[config.mk]
export PLATFORM = sky130hd
export DESIGN_NAME = nrisc_ctrl_top
export DESIGN_NICKNAME = d
export VERILOG_FILES = /design/src/logic/nrisc_ctrl_pkg.sv /design/src/logic/nrisc_isa_pkg.sv /design/src/logic/nrisc_ctrl_top.sv /design/src/logic/nrisc_decode.sv /design/src/logic/nrisc_sequencer.sv
export SDC_FILE = /design/constraint.sdc
export NUM_CORES = 1
export LEC_CHECK = 0
export BUFFER_PORTS_ARGS = -buffer_cell sky130_fd_sc_hd__buf_2
export CAP_MARGIN = 20
export CORE_MARGIN = 2
export CORE_UTILIZATION = 40
export CTS_CLUSTER_DIAMETER = 100
export DETAILED_ROUTE_END_ITERATION = 10
export GPL_ROUTABILITY_DRIVEN = 0
export GPL_TIMING_DRIVEN = 1
export PLACE_DENSITY_LB_ADDON = 0.1
export RECOVER_POWER = 50
export SKIP_LAST_GASP = 1
export SLEW_MARGIN = 25
export SYNTH_ARGS = -nofsm -noshare
export SYNTH_HDL_FRONTEND = slang
export SYNTH_SLANG_ARGS = --single-unit
[constraint.sdc]
create_clock -name clk -period 3.2 [get_ports clk]
set_input_delay 0.32 -clock clk [delete_from_list [all_inputs] [get_ports clk]]
set_output_delay 0.32 -clock clk [all_outputs]
set_load 0.01 [all_outputs]
[src/logic/nrisc_ctrl_pkg.sv]
// Control encoding: ALU codes, phase codes, stack ops, PC selects and flag indices
package nrisc_ctrl_pkg;

  // ALU operation codes
  localparam int ALU_CTRL_W  = 4;
  localparam int ALU_ROT_BIT = 3;  // Set on SHR/SHL turns them into rotates

  localparam logic [ALU_CTRL_W-1:0] ALU_ADD = 4'h0;
  localparam logic [ALU_CTRL_W-1:0] ALU_SUB = 4'h1;
  localparam logic [ALU_CTRL_W-1:0] ALU_AND = 4'h2;
  localparam logic [ALU_CTRL_W-1:0] ALU_OR  = 4'h3;
  localparam logic [ALU_CTRL_W-1:0] ALU_XOR = 4'h4;
  localparam logic [ALU_CTRL_W-1:0] ALU_SHR = 4'h5;
  localparam logic [ALU_CTRL_W-1:0] ALU_SHL = 4'h6;
  localparam logic [ALU_CTRL_W-1:0] ALU_NOT = 4'h7;

  // Instruction phases
  // The same codes drive the PC source mux
  //   PH_EXEC  PC + 1
  //   PH_JUMP  ALU result
  //   PH_RET   top of stack
  localparam int PHASE_W = 2;

  localparam logic [PHASE_W-1:0] PH_EXEC = 2'd0;  // Decode and execute
  localparam logic [PHASE_W-1:0] PH_MEM  = 2'd1;  // Data memory access, LW/SW
  localparam logic [PHASE_W-1:0] PH_JUMP = 2'd2;  // PC load from ALU
  localparam logic [PHASE_W-1:0] PH_RET  = 2'd3;  // PC load from stack

  // Stack operations
  localparam int STACK_W = 2;

  localparam logic [STACK_W-1:0] STK_NONE = 2'd0;
  localparam logic [STACK_W-1:0] STK_PUSH = 2'd1;  // CALL saves return address
  localparam logic [STACK_W-1:0] STK_POP  = 2'd2;  // RET and RETI

  // ALU flag vector
  localparam int FLAG_W = 3;

  localparam int FLAG_MINUS = 0;  // Result negative, JM
  localparam int FLAG_ZERO  = 1;  // Result zero, JZ
  localparam int FLAG_CARRY = 2;  // Carry out, JC

endpackage

[src/logic/nrisc_isa_pkg.sv]
// Instruction-set encoding: opcodes, sub-opcodes, field widths and the instruction word union
package nrisc_isa_pkg;

  // Field widths
  localparam int INSTR_W    = 16;
  localparam int OP_W       = 4;
  localparam int REG_ADDR_W = 4;
  localparam int SUB_W      = 4;  // System sub-opcode field
  localparam int IMM_W      = 8;  // LI immediate

  // Main opcodes, instr[15:12]
  localparam logic [OP_W-1:0] OP_SYS   = 4'h0;  // System group, sub-opcode in [11:8]
  localparam logic [OP_W-1:0] OP_LW    = 4'h1;
  localparam logic [OP_W-1:0] OP_SW    = 4'h2;
  localparam logic [OP_W-1:0] OP_LI    = 4'h3;
  localparam logic [OP_W-1:0] OP_JMP   = 4'h4;
  localparam logic [OP_W-1:0] OP_JZ    = 4'h5;
  localparam logic [OP_W-1:0] OP_JC    = 4'h6;
  localparam logic [OP_W-1:0] OP_JM    = 4'h7;
  localparam logic [OP_W-1:0] OP_ADD   = 4'h8;  // ALU class starts here, bit 15 set
  localparam logic [OP_W-1:0] OP_SUB   = 4'h9;
  localparam logic [OP_W-1:0] OP_AND   = 4'hA;
  localparam logic [OP_W-1:0] OP_OR    = 4'hB;
  localparam logic [OP_W-1:0] OP_XOR   = 4'hC;
  localparam logic [OP_W-1:0] OP_SHR   = 4'hD;  // Bit 0 picks rotate
  localparam logic [OP_W-1:0] OP_SHL   = 4'hE;  // Bit 0 picks rotate
  localparam logic [OP_W-1:0] OP_UNARY = 4'hF;  // Sub-opcode in [3:0]

  // System sub-opcodes
  // 0 to 3 were NOT, HALT, WAIT, SLEEP and decode as no-ops
  localparam logic [SUB_W-1:0] SYS_CALL = 4'h4;
  localparam logic [SUB_W-1:0] SYS_RET  = 4'h5;
  localparam logic [SUB_W-1:0] SYS_RETI = 4'h6;

  // Unary sub-opcodes, 1 is the unused two's complement slot
  localparam logic [REG_ADDR_W-1:0] UN_NOT = 4'h0;
  localparam logic [REG_ADDR_W-1:0] UN_INC = 4'h2;
  localparam logic [REG_ADDR_W-1:0] UN_DEC = 4'h3;

  // Register form, ALU ops, LW/SW and jumps
  typedef struct packed {
    logic [OP_W-1:0]       opcode;
    logic [REG_ADDR_W-1:0] dst;
    logic [REG_ADDR_W-1:0] src1;
    logic [REG_ADDR_W-1:0] src2;
  } reg_form_t;

  // System form, CALL/RET/RETI
  typedef struct packed {
    logic [OP_W-1:0]       opcode;
    logic [SUB_W-1:0]      sub;
    logic [REG_ADDR_W-1:0] src1;
    logic [REG_ADDR_W-1:0] src2;
  } sys_form_t;

  // Immediate form, LI only
  typedef struct packed {
    logic [OP_W-1:0]       opcode;
    logic [REG_ADDR_W-1:0] dst;
    logic [IMM_W-1:0]      imm;
  } imm_form_t;

  // One instruction word, three views
  typedef union packed {
    reg_form_t r;
    sys_form_t s;
    imm_form_t i;
  } instr_t;

endpackage

[src/logic/nrisc_ctrl_top.sv]
// Control unit top level connecting the decoder to the phase sequencer
`timescale 1ns/1ps

module nrisc_ctrl_top (
  input  logic                                    clk,
  input  logic                                    reset,
  input  logic [nrisc_isa_pkg::INSTR_W-1:0]       instr,    // Stable for the whole instruction
  input  logic [nrisc_ctrl_pkg::FLAG_W-1:0]       flags,    // Sampled in PH_EXEC
  output logic [nrisc_ctrl_pkg::ALU_CTRL_W-1:0]   alu_ctrl,
  output logic                                    inc_dec_sel,
  output logic [nrisc_isa_pkg::REG_ADDR_W-1:0]    rd_addr,
  output logic [nrisc_isa_pkg::REG_ADDR_W-1:0]    rf1_addr,
  output logic [nrisc_isa_pkg::REG_ADDR_W-1:0]    rf2_addr,
  output logic                                    imm_to_reg,
  output logic                                    data_to_reg,
  output logic                                    reg_write,
  output logic                                    data_addr_strobe,
  output logic                                    data_write,
  output logic [nrisc_ctrl_pkg::STACK_W-1:0]      stack_op,
  output logic [nrisc_ctrl_pkg::PHASE_W-1:0]      pc_sel,
  output logic                                    pc_strobe,
  output logic [nrisc_ctrl_pkg::PHASE_W-1:0]      phase
);

  // Decoder requests
  logic [nrisc_ctrl_pkg::ALU_CTRL_W-1:0] alu_code;
  logic                                  inc_dec;
  logic [nrisc_isa_pkg::REG_ADDR_W-1:0]  dst;
  logic [nrisc_isa_pkg::REG_ADDR_W-1:0]  src1;
  logic [nrisc_isa_pkg::REG_ADDR_W-1:0]  src2;
  logic                                  imm_sel;
  logic                                  load_sel;
  logic                                  exec_write;
  logic [nrisc_ctrl_pkg::PHASE_W-1:0]    next_phase;
  logic [nrisc_ctrl_pkg::STACK_W-1:0]    stack_req;
  logic                                  is_store;

  nrisc_decode decode_i (
    .instr      (instr),  // Raw word viewed through instr_t
    .flags      (flags),
    .alu_code   (alu_code),
    .inc_dec    (inc_dec),
    .dst        (dst),
    .src1       (src1),
    .src2       (src2),
    .imm_sel    (imm_sel),
    .load_sel   (load_sel),
    .exec_write (exec_write),
    .next_phase (next_phase),
    .stack_req  (stack_req),
    .is_store   (is_store)
  );

  nrisc_sequencer sequencer_i (
    .clk              (clk),
    .reset            (reset),
    .alu_code         (alu_code),
    .inc_dec          (inc_dec),
    .dst              (dst),
    .src1             (src1),
    .src2             (src2),
    .imm_sel          (imm_sel),
    .load_sel         (load_sel),
    .exec_write       (exec_write),
    .next_phase       (next_phase),
    .stack_req        (stack_req),
    .is_store         (is_store),
    .alu_ctrl         (alu_ctrl),
    .inc_dec_sel      (inc_dec_sel),
    .rd_addr          (rd_addr),
    .rf1_addr         (rf1_addr),
    .rf2_addr         (rf2_addr),
    .imm_to_reg       (imm_to_reg),
    .data_to_reg      (data_to_reg),
    .reg_write        (reg_write),
    .data_addr_strobe (data_addr_strobe),
    .data_write       (data_write),
    .stack_op         (stack_op),
    .pc_sel           (pc_sel),
    .pc_strobe        (pc_strobe),
    .phase            (phase)
  );

endmodule

[src/logic/nrisc_decode.sv]
// Combinational instruction decoder producing control requests for the sequencer
`timescale 1ns/1ps

module nrisc_decode (
  input  nrisc_isa_pkg::instr_t                         instr,
  input  logic [nrisc_ctrl_pkg::FLAG_W-1:0]             flags,
  output logic [nrisc_ctrl_pkg::ALU_CTRL_W-1:0]         alu_code,
  output logic                                          inc_dec,
  output logic [nrisc_isa_pkg::REG_ADDR_W-1:0]          dst,
  output logic [nrisc_isa_pkg::REG_ADDR_W-1:0]          src1,
  output logic [nrisc_isa_pkg::REG_ADDR_W-1:0]          src2,
  output logic                                          imm_sel,
  output logic                                          load_sel,
  output logic                                          exec_write,
  output logic [nrisc_ctrl_pkg::PHASE_W-1:0]            next_phase,
  output logic [nrisc_ctrl_pkg::STACK_W-1:0]            stack_req,
  output logic                                          is_store
);

  always_comb begin
    // Plain single-phase no-op unless an opcode says otherwise
    alu_code   = nrisc_ctrl_pkg::ALU_ADD;  // Also the address adder for LW/SW/jumps
    inc_dec    = 1'b0;
    dst        = instr.r.dst;
    src1       = instr.r.src1;
    src2       = instr.r.src2;
    imm_sel    = 1'b0;
    load_sel   = 1'b0;
    exec_write = 1'b0;
    next_phase = nrisc_ctrl_pkg::PH_EXEC;
    stack_req  = nrisc_ctrl_pkg::STK_NONE;
    is_store   = 1'b0;

    case (instr.r.opcode)
      nrisc_isa_pkg::OP_SYS: begin
        // Target address is src1 + src2 on the ALU
        case (instr.s.sub)
          nrisc_isa_pkg::SYS_CALL: begin
            next_phase = nrisc_ctrl_pkg::PH_JUMP;
            stack_req  = nrisc_ctrl_pkg::STK_PUSH;
          end
          nrisc_isa_pkg::SYS_RET,
          nrisc_isa_pkg::SYS_RETI: begin
            next_phase = nrisc_ctrl_pkg::PH_RET;   // PC comes back off the stack
            stack_req  = nrisc_ctrl_pkg::STK_POP;
          end
          default: ;  // HALT, WAIT, SLEEP and the rest fall through as no-ops
        endcase
      end

      // Memory group
      nrisc_isa_pkg::OP_LW: begin
        load_sel   = 1'b1;  // Register gets data memory, written in PH_MEM
        next_phase = nrisc_ctrl_pkg::PH_MEM;
      end
      nrisc_isa_pkg::OP_SW: begin
        is_store   = 1'b1;  // dst field names the register being stored
        next_phase = nrisc_ctrl_pkg::PH_MEM;
      end
      nrisc_isa_pkg::OP_LI: begin
        // Destination sits in the same field as the register form
        imm_sel    = 1'b1;  // Low byte of instr to the write port
        exec_write = 1'b1;
      end

      // Jumps, taken ones go through PH_JUMP
      nrisc_isa_pkg::OP_JMP: next_phase = nrisc_ctrl_pkg::PH_JUMP;
      nrisc_isa_pkg::OP_JZ: begin
        if (flags[nrisc_ctrl_pkg::FLAG_ZERO])
          next_phase = nrisc_ctrl_pkg::PH_JUMP;
      end
      nrisc_isa_pkg::OP_JC: begin
        if (flags[nrisc_ctrl_pkg::FLAG_CARRY])
          next_phase = nrisc_ctrl_pkg::PH_JUMP;
      end
      nrisc_isa_pkg::OP_JM: begin
        if (flags[nrisc_ctrl_pkg::FLAG_MINUS])
          next_phase = nrisc_ctrl_pkg::PH_JUMP;
      end

      // Two-operand ALU group
      nrisc_isa_pkg::OP_ADD: exec_write = 1'b1;
      nrisc_isa_pkg::OP_SUB: begin
        alu_code   = nrisc_ctrl_pkg::ALU_SUB;
        exec_write = 1'b1;
      end
      nrisc_isa_pkg::OP_AND: begin
        alu_code   = nrisc_ctrl_pkg::ALU_AND;
        exec_write = 1'b1;
      end
      nrisc_isa_pkg::OP_OR: begin
        alu_code   = nrisc_ctrl_pkg::ALU_OR;
        exec_write = 1'b1;
      end
      nrisc_isa_pkg::OP_XOR: begin
        alu_code   = nrisc_ctrl_pkg::ALU_XOR;
        exec_write = 1'b1;
      end

      // Shifts, instr bit 0 turns them into rotates
      nrisc_isa_pkg::OP_SHR: begin
        alu_code = nrisc_ctrl_pkg::ALU_SHR;
        alu_code[nrisc_ctrl_pkg::ALU_ROT_BIT] = instr.r.src2[0];
        exec_write = 1'b1;
      end
      nrisc_isa_pkg::OP_SHL: begin
        alu_code = nrisc_ctrl_pkg::ALU_SHL;
        alu_code[nrisc_ctrl_pkg::ALU_ROT_BIT] = instr.r.src2[0];
        exec_write = 1'b1;
      end

      // Unary group, sub-opcode sits in the src2 field
      nrisc_isa_pkg::OP_UNARY: begin
        case (instr.r.src2)
          nrisc_isa_pkg::UN_NOT: begin
            alu_code   = nrisc_ctrl_pkg::ALU_NOT;
            exec_write = 1'b1;
          end
          nrisc_isa_pkg::UN_INC: begin
            inc_dec    = 1'b1;  // ALU B input forced to one
            exec_write = 1'b1;
          end
          nrisc_isa_pkg::UN_DEC: begin
            alu_code   = nrisc_ctrl_pkg::ALU_SUB;
            inc_dec    = 1'b1;
            exec_write = 1'b1;
          end
          default: ;  // TWC and unused slots
        endcase
      end

      default: ;
    endcase
  end

endmodule

[src/logic/nrisc_sequencer.sv]
// Phase FSM with registered control outputs, one-cycle strobes and protocol assertions
`timescale 1ns/1ps

module nrisc_sequencer (
  input  logic                                    clk,
  input  logic                                    reset,
  // Requests from the decoder
  input  logic [nrisc_ctrl_pkg::ALU_CTRL_W-1:0]   alu_code,
  input  logic                                    inc_dec,
  input  logic [nrisc_isa_pkg::REG_ADDR_W-1:0]    dst,
  input  logic [nrisc_isa_pkg::REG_ADDR_W-1:0]    src1,
  input  logic [nrisc_isa_pkg::REG_ADDR_W-1:0]    src2,
  input  logic                                    imm_sel,
  input  logic                                    load_sel,
  input  logic                                    exec_write,
  input  logic [nrisc_ctrl_pkg::PHASE_W-1:0]      next_phase,
  input  logic [nrisc_ctrl_pkg::STACK_W-1:0]      stack_req,
  input  logic                                    is_store,
  // Datapath control
  output logic [nrisc_ctrl_pkg::ALU_CTRL_W-1:0]   alu_ctrl,
  output logic                                    inc_dec_sel,
  output logic [nrisc_isa_pkg::REG_ADDR_W-1:0]    rd_addr,
  output logic [nrisc_isa_pkg::REG_ADDR_W-1:0]    rf1_addr,
  output logic [nrisc_isa_pkg::REG_ADDR_W-1:0]    rf2_addr,
  output logic                                    imm_to_reg,
  output logic                                    data_to_reg,
  output logic                                    reg_write,
  output logic                                    data_addr_strobe,
  output logic                                    data_write,
  output logic [nrisc_ctrl_pkg::STACK_W-1:0]      stack_op,
  output logic [nrisc_ctrl_pkg::PHASE_W-1:0]      pc_sel,
  output logic                                    pc_strobe,
  output logic [nrisc_ctrl_pkg::PHASE_W-1:0]      phase
);

  // Phase register, selects and strobes
  always_ff @(posedge clk) begin
    if (reset) begin
      phase            <= nrisc_ctrl_pkg::PH_EXEC;
      alu_ctrl         <= nrisc_ctrl_pkg::ALU_ADD;
      inc_dec_sel      <= 1'b0;
      imm_to_reg       <= 1'b0;
      data_to_reg      <= 1'b0;
      reg_write        <= 1'b0;
      data_addr_strobe <= 1'b0;
      data_write       <= 1'b0;
      stack_op         <= nrisc_ctrl_pkg::STK_NONE;
      pc_sel           <= nrisc_ctrl_pkg::PH_EXEC;
      pc_strobe        <= 1'b0;
    end else begin
      // Strobes drop back after one cycle
      reg_write        <= 1'b0;
      data_addr_strobe <= 1'b0;
      data_write       <= 1'b0;
      pc_strobe        <= 1'b0;
      stack_op         <= nrisc_ctrl_pkg::STK_NONE;

      case (phase)
        nrisc_ctrl_pkg::PH_EXEC: begin
          alu_ctrl    <= alu_code;
          inc_dec_sel <= inc_dec;
          imm_to_reg  <= imm_sel;
          data_to_reg <= load_sel;      // Held into PH_MEM for LW
          reg_write   <= exec_write;    // ALU class and LI
          stack_op    <= stack_req;
          pc_sel      <= nrisc_ctrl_pkg::PH_EXEC;  // PC + 1
          pc_strobe   <= 1'b1;
          phase       <= next_phase;
        end

        nrisc_ctrl_pkg::PH_MEM: begin
          data_addr_strobe <= 1'b1;     // Address from the execute-phase ALU result
          reg_write        <= load_sel; // LW data valid now
          if (is_store) begin
            // Pass the stored register through the ALU as src AND src
            alu_ctrl    <= nrisc_ctrl_pkg::ALU_AND;
            inc_dec_sel <= 1'b0;
            data_write  <= 1'b1;
          end
          phase <= nrisc_ctrl_pkg::PH_EXEC;
        end

        nrisc_ctrl_pkg::PH_JUMP: begin
          pc_sel    <= nrisc_ctrl_pkg::PH_JUMP;  // Load PC from ALU
          pc_strobe <= 1'b1;
          phase     <= nrisc_ctrl_pkg::PH_EXEC;
        end

        nrisc_ctrl_pkg::PH_RET: begin
          pc_sel    <= nrisc_ctrl_pkg::PH_RET;   // Load PC from stack top
          pc_strobe <= 1'b1;
          phase     <= nrisc_ctrl_pkg::PH_EXEC;
        end

        default: phase <= nrisc_ctrl_pkg::PH_EXEC;
      endcase
    end
  end

  // Register-file addresses
  always_ff @(posedge clk) begin
    if (phase == nrisc_ctrl_pkg::PH_EXEC) begin
      rd_addr  <= dst;
      rf1_addr <= src1;
      rf2_addr <= src2;
    end else if (phase == nrisc_ctrl_pkg::PH_MEM && is_store) begin
      // Both ALU ports read the register to store
      rf1_addr <= dst;
      rf2_addr <= dst;
    end
  end

  // Memory write only ever rides on an address strobe
  a_write_has_addr : assert property (
    @(posedge clk) disable iff (reset)
    data_write |-> data_addr_strobe
  ) else $error("data_write high without data_addr_strobe");

  // Register and memory writes are mutually exclusive
  a_write_exclusive : assert property (
    @(posedge clk) disable iff (reset)
    !(reg_write && data_write)
  ) else $error("reg_write and data_write high together");

  // Every second phase is followed by execute
  a_back_to_exec : assert property (
    @(posedge clk) disable iff (reset)
    (phase != nrisc_ctrl_pkg::PH_EXEC) |=> (phase == nrisc_ctrl_pkg::PH_EXEC)
  ) else $error("phase did not return to PH_EXEC");

endmodule

==> flow_summary.yaml, run 1 <==
run_status:
  outcome: "finished with violations"
  violations: "DRC"
floorplan:
  die_h_um: 58.83
  die_w_um: 58.83
  rows: 19
  start_util: 0.4286
  io_pins: 50
  dieArea_um2: 3460
  core_area_um2: 2805
job:
  cap_violations: 0
worst_setup_path:
  worstPathMaxFanout: 16
  startpoint_type: "register"
  arrival_ns: 2.02
  worstPathRequired_ns: 3.45
  endpoint_kind: "register"
  critPathKind: "reg2reg"
synth:
  synth-seq-area-share: 0.5827
  syn_inst: 117
  syn_nets: 138
  synth_area_per_cell_um2: 10.28
  netlist_area_um2: 1202
  ys_ff_latch: 29
  ys_warn_count: 0
  ys_types: 38
global_route:
  grt_pass1_vias: 952
  grt_pass1_wl_um: 4153
  grtUsageTotal: 0.1641
  antenna_found_initial: 0
  grt_max_degree: 17
  overflow: 0
clock_tree:
  clock_latency_ns: 0.32
  cts_resized: 0
  postCtsSetupRepairBufs: 0
  clock_path_buffers: 2
  clk_pin_slew_ns: 0.09
  cts_hold_buf: 0
  cts_buffers: 5
  htreeDepth: 2
  cts_tree: "yes"
  clock_sinks: 29
  ctsRootBufferMaster: "clkbuf_4"
detailed_routing:
  dr.pass1.iters: 7
  dr.first_iter.drc_count: 21
  wirelength_um: 2674
  vias_per_cell: 5.140
  wire_per_inst_um: 13.37
  vias: 1028
  antenna_left: 0
  drcViolationCount: 5
timing:
  whs_ns: 0.2459
  finClkSkew_ns: 0.004161
  report.final.slew_viol_count: 0
  setup_viol: 0
  fin_crit_ns: 1.760
  hold_viol: 0
  rsz0062_at_grt: "no"
  worst_slew_pin_slew_ns: 0.5042
  period_share: 0.5501
  tns_ns: 0
  slew_headroom: 0.6635
  fmax_mhz: 568.1
pwr:
  leakage_nw: 0.6022
  ir_worst_vdd_mv: 0.3274
  power_density_nw_per_um2: 492.6
layout:
  final_cell_mix: "nand2_1, clkbuf_1, buf_2"
  fin_nets: 189
  drive_gt1_frac: 0.2249
  layout_commonest_cell: "nand2_1"
  synthToLayoutAreaGrowth_pct: 22.68
  diodes: 0
  final_util: 0.5259
placed_design:
  post-dp-hpwl_um: 2006
  io_buffers: 49
min_path:
  hold_class: "in2reg"
==> worst max-delay path, cell delays in order, from the launching register on <==
cell and delay, ns:
dfxtp_1 0.39, or2_2 0.38, inv_1 0.41, and3_2 0.28
o21ai_0 0.08, a21oi_1 0.15
==> final cells by class <==
| cell class | instances | area (um^2) |
|---|---|---|
| inverter | 3 | 16.27 |
| fill | 310 | 1330 |
| timing repair buffer | 49 | 211.5 |
| sequential | 29 | 700.7 |
| clock buffer | 6 | 41.29 |
| tap | 31 | 38.79 |
| multi-input combinational | 80 | 456.7 |
| clock inverter | 2 | 10.01 |
==> through the flow <==
step,setup slack (ns),power [mW],instances,instance area [um^2]
4_1_cts,1.408,0.7401,200,1509
3_3_place_gp,1.503,0.5350,192,1458
5_1_grt,1.244,0.7647,200,1475
2_1_floorplan,1.733,0.4886,117,1202
6_report,1.440,0.7267,200,1475
3_5_place_dp,1.429,0.5363,192,1458
==> cell usage after synthesis <==
library cell | number | area [um^2]
a21o_1 | 1 | 7.510
nor4_1 | 2 | 12.51
a21oi_1 | 7 | 35.03
o41ai_1 | 1 | 8.760
clkbuf_1 | 1 | 3.750
nand3b_1 | 1 | 7.510
nand4b_1 | 1 | 8.760
a32oi_1 | 1 | 8.760
or2_2 | 1 | 6.260
xnor2_1 | 1 | 8.760
nor4b_1 | 3 | 26.28
a211oi_2 | 1 | 12.51
and3_2 | 1 | 7.510
buf_4 | 2 | 15.01
buf_2 | 2 | 10.01
or3_1 | 1 | 6.260
nor3_1 | 2 | 10.01
nand2_1 | 30 | 112.6
xor2_1 | 2 | 17.52
clkinv_4 | 1 | 8.760
or3b_2 | 1 | 8.760
nor2b_1 | 1 | 6.260
o311a_2 | 1 | 11.26
mux2i_1 | 1 | 10.01
nor2_2 | 1 | 6.260
edfxtp_1 | 12 | 360.4
nand4_1 | 1 | 6.260
o211ai_1 | 1 | 7.510
a22oi_1 | 1 | 7.510
a21o_4 | 1 | 15.01
or4b_4 | 1 | 13.76
a2bb2oi_1 | 1 | 8.760
nand2b_1 | 1 | 6.260
inv_1 | 2 | 7.510
nor2_1 | 9 | 33.78
o21ai_0 | 2 | 10.01
dfxtp_1 | 17 | 340.3
o311ai_0 | 1 | 8.760
==> layer usage <==
| metal | up-vias | track usage | routed length [um] |
|---|---|---|---|
| li1 | 514 | - | - |
| met1 | 476 | 0.2003 | 1165 |
| met2 | 33 | 0.2524 | 1247 |
| met3 | 5 | 0.06593 | 212 |
| met4 | 0 | 0.07792 | 48 |
| met5 | - | 0 | 0 |
==> report_power, final <==
part	internal (mW)	switching (mW)	leakage, nW
registers	0.411	0.00780	0.264
clock network	0.0834	0.121	0.0320
logic	0.0386	0.0645	0.306
==> path summary, 6_finish.rpt <==
check,from,end,slack [ns],cells after the start
setup / recovery,sequencer_i.phase[1],sequencer_i.alu_ctrl[2],1.44,5
hold / removal,instr[10],sequencer_i.rd_addr[2],0.25,1
setup reg to reg,sequencer_i.phase[1],sequencer_i.alu_ctrl[2],1.44,5
hold reg to reg,sequencer_i.alu_ctrl[2],sequencer_i.alu_ctrl[2],0.46,2
==> cells by family (layout without fill, tap and decap cells) <==
family / after synthesis / count (layout) / share of synthesized area
buffers and inverters: 8 / 60 / 0.03746
and+or+nand+nor: 57 / 57 / 0.2321
muxes: 1 / 1 / 0.008325
AOI/OAI and AO/OA: 19 / 19 / 0.1176
DFF: 29 / 29 / 0.5827
xor gates and xnor gates: 3 / 3 / 0.02186
(Power assumes the default switching activity.)
==> inputs of run 2 (changes only) <==
Clock period 3.2 ns to 1.7 ns, I/O delays scaled along.
==> run 2 against run 1 <==
Effect of this change: cell count grew 2.0%; non-clock buffer count grew 4; worst hold slack lost 0.17 ns; the flow still finishes with violations (DRC); first-iteration DRC count grew 81%; sequential power grew 88%; design area grew 2.3%; clock skew grew 0.0046 ns; critical endpoint unchanged; clock power grew 110%; clock-buffer cell count grew 2; register-to-register slack lost 1.1 ns; global-route usage grew 1.2 points.
==> flow_summary.yaml, run 2 (synthesis gave the netlist of run 1 again) <==
run_status:
  outcome: "finished with violations"
  violations: "DRC"
min_path:
  hold_path_end: "sequencer_i.rd_addr[2]"
  hold_class: "in2reg"
  worstHoldPathCells: 1
  worstHoldStart: "instr[10]"
detailed_routing:
  dr.first_iter.drc_count: 38
  route.met2.wl_um: 1193
  top_layer_used: "met4"
  drcViolationCount: 5
  wl_met1_um: 1235
  vias: 1032
  wire_per_inst_um: 13.10
  dr_wl_met3_um: 203
  dr.pass1.iters: 7
  vias_per_cell: 5.059
  antenna_left: 0
  wirelength_um: 2672
worst_setup_path:
  critPathTopFamily: "simple AND/OR/NAND/NOR gates"
  worstPathRequired_ns: 1.95
  slowest_delay_ns: 0.40
  reg2reg_from: "sequencer_i.phase[1]"
  endpoint_kind: "register"
  crit_start: "sequencer_i.phase[1]"
  cp.buffers_inverters: 1
  critPathKind: "reg2reg"
  crit_slowest_cell: "dfxtp_1"
  reg2reg_setup_slack_ns: 0.35
  rr_endpoint: "sequencer_i.alu_ctrl[2]"
  worstPathMaxFanout: 9
  path_cells: "or2_2 -> inv_1 -> and3_2 -> o21ai_0 -> a21oi_1"
  arrival_ns: 1.60
  startpoint_type: "register"
  r2r_cells: 5
layout:
  instances_no_fill: 204
  fin_nets: 193
  final_cell_mix: "clkbuf_1, nand2_1, buf_2"
  drive_gt1_frac: 0.2197
  fill_cells: 291
  layout_commonest_cell: "clkbuf_1"
  synthToLayoutAreaGrowth_pct: 25.49
  diodes: 0
timing:
  fin_crit_ns: 1.351
  whs_ns: 0.08061
  hold_viol: 0
  slew_headroom: 0.6733
  rsz0062_at_grt: "no"
  fmax_mhz: 740.1
  layout_setup_ws_ns: 0.3489
  report.final.slew_viol_count: 0
  worst_slew_pin_slew_ns: 0.4833
  setup_viol: 0
  tns_ns: 0
  finClkSkew_ns: 0.008733
  period_share: 0.7948
floorplan:
  die_w_um: 58.83
  io_pins: 50
  core_area_um2: 2805
  die_h_um: 58.83
  dieArea_um2: 3460
  rows: 19
  start_util: 0.4286
pwr:
  power_density_nw_per_um2: 939.7
  ir_worst_vdd_mv: 0.4642
  switching_share: 0.2555
  p_sw_uw: 362.3
  clkPwrFrac: 0.301
  internal-power_mw: 1.056
  power_mw: 1.418
  leakage_nw: 0.6135
  power_frac_seq: 0.556
  p_comb_frac: 0.142
clock_tree:
  clock_latency_ns: 0.33
  cts_buffers: 5
  cts_hold_buf: 0
  clock_path_buffers: 2
  postCtsSetupRepairBufs: 0
  clock_sinks: 29
  htreeDepth: 2
  ctsRootBufferMaster: "clkbuf_4"
  cts_resized: 0
  clk_pin_slew_ns: 0.09
  cts_tree: "yes"
placed_design:
  io_buffers: 49
  pre_cts_ws_ns: 0.1668
  placed_cells: 196
  post-dp-hpwl_um: 1972
global_route:
  antenna_found_initial: 0
  overflow: 0
  grt_pass1_vias: 958
  grt_max_degree: 15
  grtUsageTotal: 0.1765
  grt_pass1_wl_um: 4457
job:
  cap_violations: 0
## run 2: cell types whose count changed in the layout (fill, tap and decap cells not counted), sizes merged
cell / delta
clkinv: -2
clkbuf: +5
buf: +1
## run 2: through the flow
| stage | instance area (um^2) | utilization |
|---|---|---|
| global placement | 1488 | 0.5303 |
| detailed placement | 1488 | 0.5303 |
| finish | 1509 | 0.5379 |
| global route | 1509 | 0.5379 |
| floorplan | 1202 | - |
| CTS | 1546 | 0.5513 |
## run 2: per-layer routing
metal | track usage | vias up
li1 | - | 528
met1 | 0.2311 | 471
met2 | 0.2587 | 29
met3 | 0.06813 | 4
met4 | 0.07792 | 0
met5 | 0 | -
## run 2: cell type report
class                      count  area [um^2]  area share
tap                           31        38.79     0.02570
inverter                       3        16.27     0.01078
clock buffer                   8        58.81     0.03897
timing repair buffer          53        237.7      0.1575
multi-input combinational     80        456.7      0.3027
sequential                    29        700.7      0.4643
## run 2: worst register-to-register path, stage by stage (launching register included)
cell and delay, ns:
dfxtp_1 0.40, or2_2 0.32, inv_1 0.09, and3_2 0.22
o21ai_0 0.09, a21oi_1 0.16
## run 2: worst max path at each step
stage,endpoint,slack (ns),cells past startpoint
final,sequencer_i.alu_ctrl[2],0.35,5
after detailed placement,sequencer_i.alu_ctrl[1],0.17,6
after CTS,sequencer_i.alu_ctrl[0],0.34,3
after global placement,sequencer_i.rf1_addr[0],0.21,4
after global routing,sequencer_i.alu_ctrl[0],0.26,3
after floorplan,sequencer_i.alu_ctrl[3],0.30,6
## run 2: power by group through the flow
stage | registers (mW) | clock network, mW | logic [mW]
after floorplan | 0.830 | 0 | 0.0894
after global routing | 0.794 | 0.484 | 0.226
after global placement | 0.804 | 0 | 0.212
after CTS | 0.788 | 0.444 | 0.216
final | 0.789 | 0.427 | 0.202
after detailed placement | 0.805 | 0 | 0.215
